$ cat config.mk
export PLATFORM = sky130hd
export DESIGN_NAME = req_fifo
export DESIGN_NICKNAME = d
export VERILOG_FILES = /design/src/cache/req_fifo.sv
export SDC_FILE = /design/constraint.sdc
export NUM_CORES = 1
export LEC_CHECK = 0
export ABC_AREA = 0
export BUFFER_PORTS_ARGS = -buffer_cell sky130_fd_sc_hd__buf_2
export CORE_MARGIN = 1.5
export CORE_UTILIZATION = 45
export CTS_BUF_LIST = sky130_fd_sc_hd__clkbuf_8
export DETAILED_ROUTE_END_ITERATION = 8
export PLACE_DENSITY_LB_ADDON = 0.3
export SLEW_MARGIN = 20
export SYNTH_ARGS = -nofsm -noshare
export SYNTH_HDL_FRONTEND = slang
export SYNTH_SLANG_ARGS = --single-unit
export TNS_END_PERCENT = 10
$ cat constraint.sdc
create_clock -name clk -period 2.5 [get_ports clk]
set_input_delay 0.125 -clock clk [delete_from_list [all_inputs] [get_ports clk]]
set_output_delay 0.125 -clock clk [all_outputs]
set_load 0.01 [all_outputs]
$ cat src/cache/req_fifo.sv
`timescale 1ns/1ns

module req_fifo #(
  parameter type payload_t   = logic,
  parameter int  DEPTH       = 8,
  parameter int  ALMOST_FULL = 6
) (
  input  logic     clk,
  input  logic     rst,
  input  logic     push_i,
  input  payload_t data_i,
  input  logic     pop_i,
  output payload_t data_o,
  output logic     empty_o,
  output logic     almost_full_o
);

  typedef logic [$clog2(DEPTH)-1:0]   ptr_t;
  typedef logic [$clog2(DEPTH+1)-1:0] cnt_t;

  payload_t slots [DEPTH];
  ptr_t     wr_ptr;
  ptr_t     rd_ptr;
  cnt_t     count;

  function automatic ptr_t next_ptr(ptr_t p);
    return (p == ptr_t'(DEPTH - 1)) ? '0 : p + 1'b1;
  endfunction

  assign data_o        = slots[rd_ptr];   // Head is visible while not empty.
  assign empty_o       = (count == '0);
  assign almost_full_o = (count >= cnt_t'(ALMOST_FULL));

  always_ff @(posedge clk)
  begin
    if (push_i)
      slots[wr_ptr] <= data_i;
  end

  always_ff @(posedge clk)
  begin
    if (rst)
    begin
      wr_ptr <= '0;
      rd_ptr <= '0;
      count  <= '0;
    end
    else
    begin
      if (push_i)
        wr_ptr <= next_ptr(wr_ptr);
      if (pop_i)
        rd_ptr <= next_ptr(rd_ptr);
      case ({push_i, pop_i})
        2'b10:   count <= count + 1'b1;
        2'b01:   count <= count - 1'b1;
        default: count <= count;
      endcase
    end
  end

  assert property (@(posedge clk) disable iff (rst) push_i |-> (count < cnt_t'(DEPTH)))
    else $error("req_fifo: push while full");

  // The cache side must wait for a head entry.
  assert property (@(posedge clk) disable iff (rst) pop_i |-> !empty_o)
    else $error("req_fifo: pop while empty");

endmodule

==> impl_metrics.py, run 1 <==
metrics = {
    "yosys": {
        "synth_enable_flop_cells": 8,
        "yosys.cell_types.count": 27,
        "synth_top_cell_area_share": 0.269,
        "yosysTopAreaCell": "dfxtp_1",
        "netlist_area_sq_um": 966,
        "synthCells": 83,
        "syn_nets": 95,
        "ys_seq_area_frac": 0.518,
        "synthTopCellsByArea": "dfxtp_1, edfxtp_1, ha_1",
        "synth_commonest_cells": "nor2_1, dfxtp_1, edfxtp_1",
        "syn_area_per_cell_sq_um": 11.6,
        "ys_warn_count": 0,
        "ys.flop_type": "dfxtp_1",
        "async_flop_share": 0,
        "synth_most_common_cell": "nor2_1",
        "ys_ff_latch": 21,
    },
    "global_routing": {
        "grt_pass1_wl_um": 2470,
        "grt_pass1_vias": 593,
        "track_usage": 0.138,
        "grt_max_degree": 13,
        "antenna_found_initial": 0,
        "grt_overflow": 0,
    },
    "floorplan": {
        "dieArea_sq_um": 2430,
        "io_pins": 8,
        "dieWidth_um": 49.3,
        "rows": 16,
        "design.core.area_sq_um": 1980,
        "initial_core_util": 0.487,
        "dieHeight_um": 49.3,
    },
    "cts": {
        "cts-buffers-inserted": 3,
        "clock_latency_ps": 250,
        "cts_root_buf": "clkbuf_8",
        "cts_setup_buffers": 0,
        "clock_path_buffers": 2,
        "cts_resized": 0,
        "htreeDepth": 1,
        "clock-sinks": 21,
        "cts_hold_buf": 0,
        "clkSlewWorstSetupHoldPaths_ps": 70,
        "cts_tree": "done",
    },
    "worst_setup_path": {
        "worst-path-buf-inv": 1,
        "slowest_delay_ps": 550,
        "cp_cell_sequence": "mux4_1, mux2_2, buf_2",
        "cp_slowest_cell": "mux4_1",
        "cp-end-kind": "output pin",
        "critPathMaxFanout": 2,
        "crit_family": "multiplexers",
        "critPathKind": "reg2out",
        "start_kind": "flop",
        "cp.arrival_ps": 1570,
        "cp.depth": 3,
        "worstPathRequired_ps": 2380,
        "ff2ff_path_depth": 6,
    },
    "hold_path": {
        "hold_class": "in2reg",
        "min_path_cells": 1,
    },
    "final_layout": {
        "fin_nets": 105,
        "drive_gt1_frac": 0.152,
        "fin_util": 0.538,
        "finalInstanceArea_sq_um": 1070,
        "area_delta_synth_final_pct": 10.4,
        "diodes": 0,
    },
    "sta": {
        "worst_slew_pin_slew_ps": 243,
        "final_hold_viol_count": 0,
        "relSlewSlack": 0.837,
        "clock_skew_ps": 2.27,
        "rsz0062_at_grt": "false",
        "fmaxAchievable_mhz": 591,
        "setup-tns-final_ps": 0,
        "period_minus_slack_ps": 1690,
        "final_max_slew_viol_count": 0,
        "setup_violations": 0,
        "fin_crit_sh": 0.677,
    },
    "drt": {
        "first_pass_iters": 4,
        "drt-total-wl_um": 1400,
        "post_drt_via_cell_ratio": 5.08,
        "wl_met1_um": 619,
        "ant_nets": 0,
        "drt_iter0_markers": 6,
        "dr_total_vias": 604,
        "drc_errors": 0,
        "wire_per_inst_um": 11.8,
        "wl_met3_um": 51,
        "highest_layer": "met4",
        "met2_length_um": 712,
    },
    "placement": {
        "gp_congestion": 0.707,
        "port_buffers": 7,
        "dpl.hpwl_um": 1060,
        "placed_area_sq_um": 1020,
    },
    "pwr": {
        "total_power_mw": 0.705,
        "pwr-share-clk": 0.298,
        "p_int_mw": 0.534,
        "p_sw_frac": 0.242,
        "switchingPower_mw": 0.171,
        "powerDensity_nw_per_um2": 661,
        "power_frac_comb": 0.137,
        "power_leakage_nw": 0.442,
        "sequentialPowerShare": 0.565,
        "ir_drop_uv": 328,
    },
    "flow_run": {
        "cap_violations": 0,
    },
    "status": {
        "status": "completed",
    },
}
[layer usage]
| metal | up-vias | GRT usage |
|---|---|---|
| met5 | - | 0 |
| met4 | 0 | 0.0714 |
| met3 | 2 | 0.0368 |
| met1 | 278 | 0.163 |
| li1 | 312 | - |
| met2 | 12 | 0.227 |
[cells in the final DEF, fill, tap and decap left out, types with 3 or more instances in the layout]
cell type  instances
dfxtp_1           13
nor2_1            16
edfxtp_1           8
buf_2              7
ha_1               7
mux2i_1            5
clkbuf_8           3
a21oi_1            4
nand2b_1           4
xor2_1             3
[stage by stage]
| step | hold WS (ps) | std cells | setup slack (ps) |
|---|---|---|---|
| floorplan | 224 | 83 | 1050 |
| global placement | 393 | 115 | 839 |
| detailed placement | 402 | 115 | 744 |
| CTS | 140 | 119 | 780 |
| global route | 152 | 119 | 750 |
| finish | 143 | 119 | 808 |
[worst paths after layout]
| check | from | end | slack (ps) |
|---|---|---|---|
| max | flop | data_o | 810 |
| min reg2reg | rd_ptr[1] | rd_ptr[1] | 510 |
| max reg2reg | count[1] | count[2] | 980 |
| min | data_i | slots[6] | 140 |
[cell families after synthesis]
kind of cell / synth area share
buffers and inverters: 0.0194
AND/OR/NAND/NOR: 0.162
adder cells (fa/ha/maj): 0.0907
XOR/XNOR: 0.0272
flip-flops: 0.518
AO/OA/AOI/OAI: 0.0570
multiplexers: 0.126
[power groups by stage]
stage | clock [mW] | combinational [mW] | sequential, mW
after global routing | 0.235 | 0.108 | 0.402
after detailed placement | 0 | 0.0968 | 0.406
after CTS | 0.217 | 0.0977 | 0.398
final | 0.210 | 0.0965 | 0.398
after global placement | 0 | 0.0938 | 0.405
after floorplan | 0 | 0.0808 | 0.396
[worst register-to-register path, delay by kind of cell, from the launching register on]
kind	cells	cell delay [ps]
xor+xnor	2	210
compound gates	2	300
flops	1	460
simple gates	1	310
fa+ha+maj	1	180
[area by class of cell]
type	instances	area, sq um
Inverter	1	3.75
Tap cell	27	33.8
Multi-Input combinational cell	59	447
Fill cell	170	916
Clock buffer	3	41.3
Timing Repair Buffer	7	35.0
Clock inverter	1	5.00
Sequential cell	21	500
Power figures use the tool's default switching activity.
==> run 2, diff against run 1 <==
==> constraint.sdc (replaced) <==
create_clock -name clk -period 1.4 [get_ports clk]
set_input_delay 0.07 -clock clk [delete_from_list [all_inputs] [get_ports clk]]
set_output_delay 0.07 -clock clk [all_outputs]
set_load 0.01 [all_outputs]
==> run 2 against run 1 <==
  * The run now ends with negative setup slack left
  * Total power increased by 88%
  * Non-clock buffer count increased by 6
  * Global-route usage increased by 2.2 points
  * Combinational power up 130%
  * Critical path depth did not move
  * Final cell count grew 5.0%
  * Highest routed layer unchanged
  * Worst setup slack lost 990 ps
  * Design area is 6.9% higher
==> impl_metrics.py, run 2 (same netlist as run 1, synthesis figures left out) <==
metrics = {
    "sta": {
        "whs_ps": 79.2,
        "worst_slew_pin_slew_ps": 282,
        "rsz0062_at_grt": "true",
        "timing.final.ws_setup_ps": -185,
        "relSlewSlack": 0.811,
        "clock_skew_ps": 1.91,
        "final_hold_viol_count": 0,
        "final_max_slew_viol_count": 0,
        "setup-tns-final_ps": -201,
        "fin_crit_sh": 1.13,
        "setup_violations": 2,
        "period_minus_slack_ps": 1590,
        "fmaxAchievable_mhz": 631,
    },
    "worst_setup_path": {
        "cp_cell_sequence": "mux4_2, mux2_2, buf_6",
        "critPathMaxFanout": 2,
        "critPathKind": "reg2out",
        "cp_slowest_cell": "mux4_2",
        "worstPathRequired_ps": 1330,
        "slowest_delay_ps": 490,
        "cp.arrival_ps": 1520,
        "start_kind": "flop",
        "cp-end-kind": "output pin",
    },
    "final_layout": {
        "finalInstanceArea_sq_um": 1140,
        "fillerInstances": 175,
        "fin_nets": 111,
        "drive_gt1_frac": 0.286,
        "area_delta_synth_final_pct": 18.0,
        "layout_commonest_cell": "nor2_1",
        "diodes": 0,
        "final_cell_mix": "nor2_1, dfxtp_1, edfxtp_1",
    },
    "global_routing": {
        "grt_pass1_wl_um": 2780,
        "grt_overflow": 0,
        "antenna_found_initial": 0,
        "grt_max_degree": 13,
        "track_usage": 0.159,
        "grt_pass1_vias": 664,
    },
    "floorplan": {
        "io_pins": 8,
        "dieArea_sq_um": 2430,
        "initial_core_util": 0.487,
        "design.core.area_sq_um": 1980,
        "rows": 16,
        "dieWidth_um": 49.3,
        "dieHeight_um": 49.3,
    },
    "status": {
        "violations": "negative setup slack",
        "status": "complete, but fails checks",
    },
    "placement": {
        "dp_slack_ps": -155,
        "gp_congestion": 0.767,
        "port_buffers": 7,
        "dpl.hpwl_um": 1180,
        "placed_area_sq_um": 1070,
    },
    "cts": {
        "clock-sinks": 21,
        "htreeDepth": 1,
        "clock_latency_ps": 260,
        "clkSlewWorstSetupHoldPaths_ps": 70,
        "cts_setup_buffers": 0,
        "cts_root_buf": "clkbuf_8",
        "cts_tree": "done",
        "clock_path_buffers": 2,
        "cts-buffers-inserted": 3,
    },
    "drt": {
        "ant_nets": 0,
        "drt-total-wl_um": 1670,
        "first_pass_iters": 4,
        "dr_total_vias": 663,
        "wire_per_inst_um": 13.4,
        "post_drt_via_cell_ratio": 5.30,
        "drt_iter0_markers": 9,
        "drc_errors": 0,
    },
    "pwr": {
        "powerDensity_nw_per_um2": 1160,
        "power_leakage_nw": 0.471,
        "total_power_mw": 1.32,
        "ir_drop_uv": 748,
    },
    "flow_run": {
        "cap_violations": 0,
    },
    "hold_path": {
        "hold_class": "in2reg",
    },
}
-- run 2: cell count changes in the layout (fill, tap and decap cells not counted), sizes merged --
cell,delta
buf,+6
-- run 2: worst paths after layout --
check	start	cells past startpoint	endpoint	slack, ps
setup / recovery	flop	3	data_o	-190
hold / removal	data_i	1	slots[0]	80
setup reg to reg	count[1]	6	count[2]	-20
hold reg to reg	rd_ptr[1]	2	rd_ptr[1]	510
-- run 2: per-layer routing --
layer,share of wire,wire length [um],GRT usage
met1,0.40,662,0.159
met2,0.54,909,0.277
met5,0,0,0
met4,0.024,40,0.105
met3,0.034,57,0.0552
-- run 2: repair_timing --
action	in CTS	in global routing
pin swaps	1	0
hold buffers	0	0
hold endpoints to repair	0	0
gates resized for setup	6	3
setup endpoints to repair	2	3
-- run 2: cell type report --
class	instances	area, sq um	share of cell area
inverters	1	3.75	0.00329
well taps	27	33.8	0.0296
multi-input cells	59	460	0.404
repair buffers	13	86.3	0.0757
clock inverters	1	5.00	0.00439
clock buffers	3	41.3	0.0362
flip-flops and latches	21	509	0.447
-- run 2: where the power goes --
group / leakage, nW / total, mW / internal (mW) / switching (mW)
sequential: 0.181 / 0.712 / 0.673 / 0.0394
combinational: 0.265 / 0.219 / 0.115 / 0.104
clock: 0.0255 / 0.391 / 0.198 / 0.193
total: 0.471 / 1.32 / 0.986 / 0.337
-- run 2: stage by stage --
stage | util | instances
global route | 0.575 | 125
floorplan | - | 83
detailed placement | 0.540 | 121
global placement | 0.540 | 121
finish | 0.575 | 125
CTS | 0.569 | 125
-- run 2: worst max-delay path, delay by kind of cell, from the launching register on --
kind | cells | cell delay [ps]
muxes | 2 | 770
DFF | 1 | 360
buffers and inverters | 1 | 120
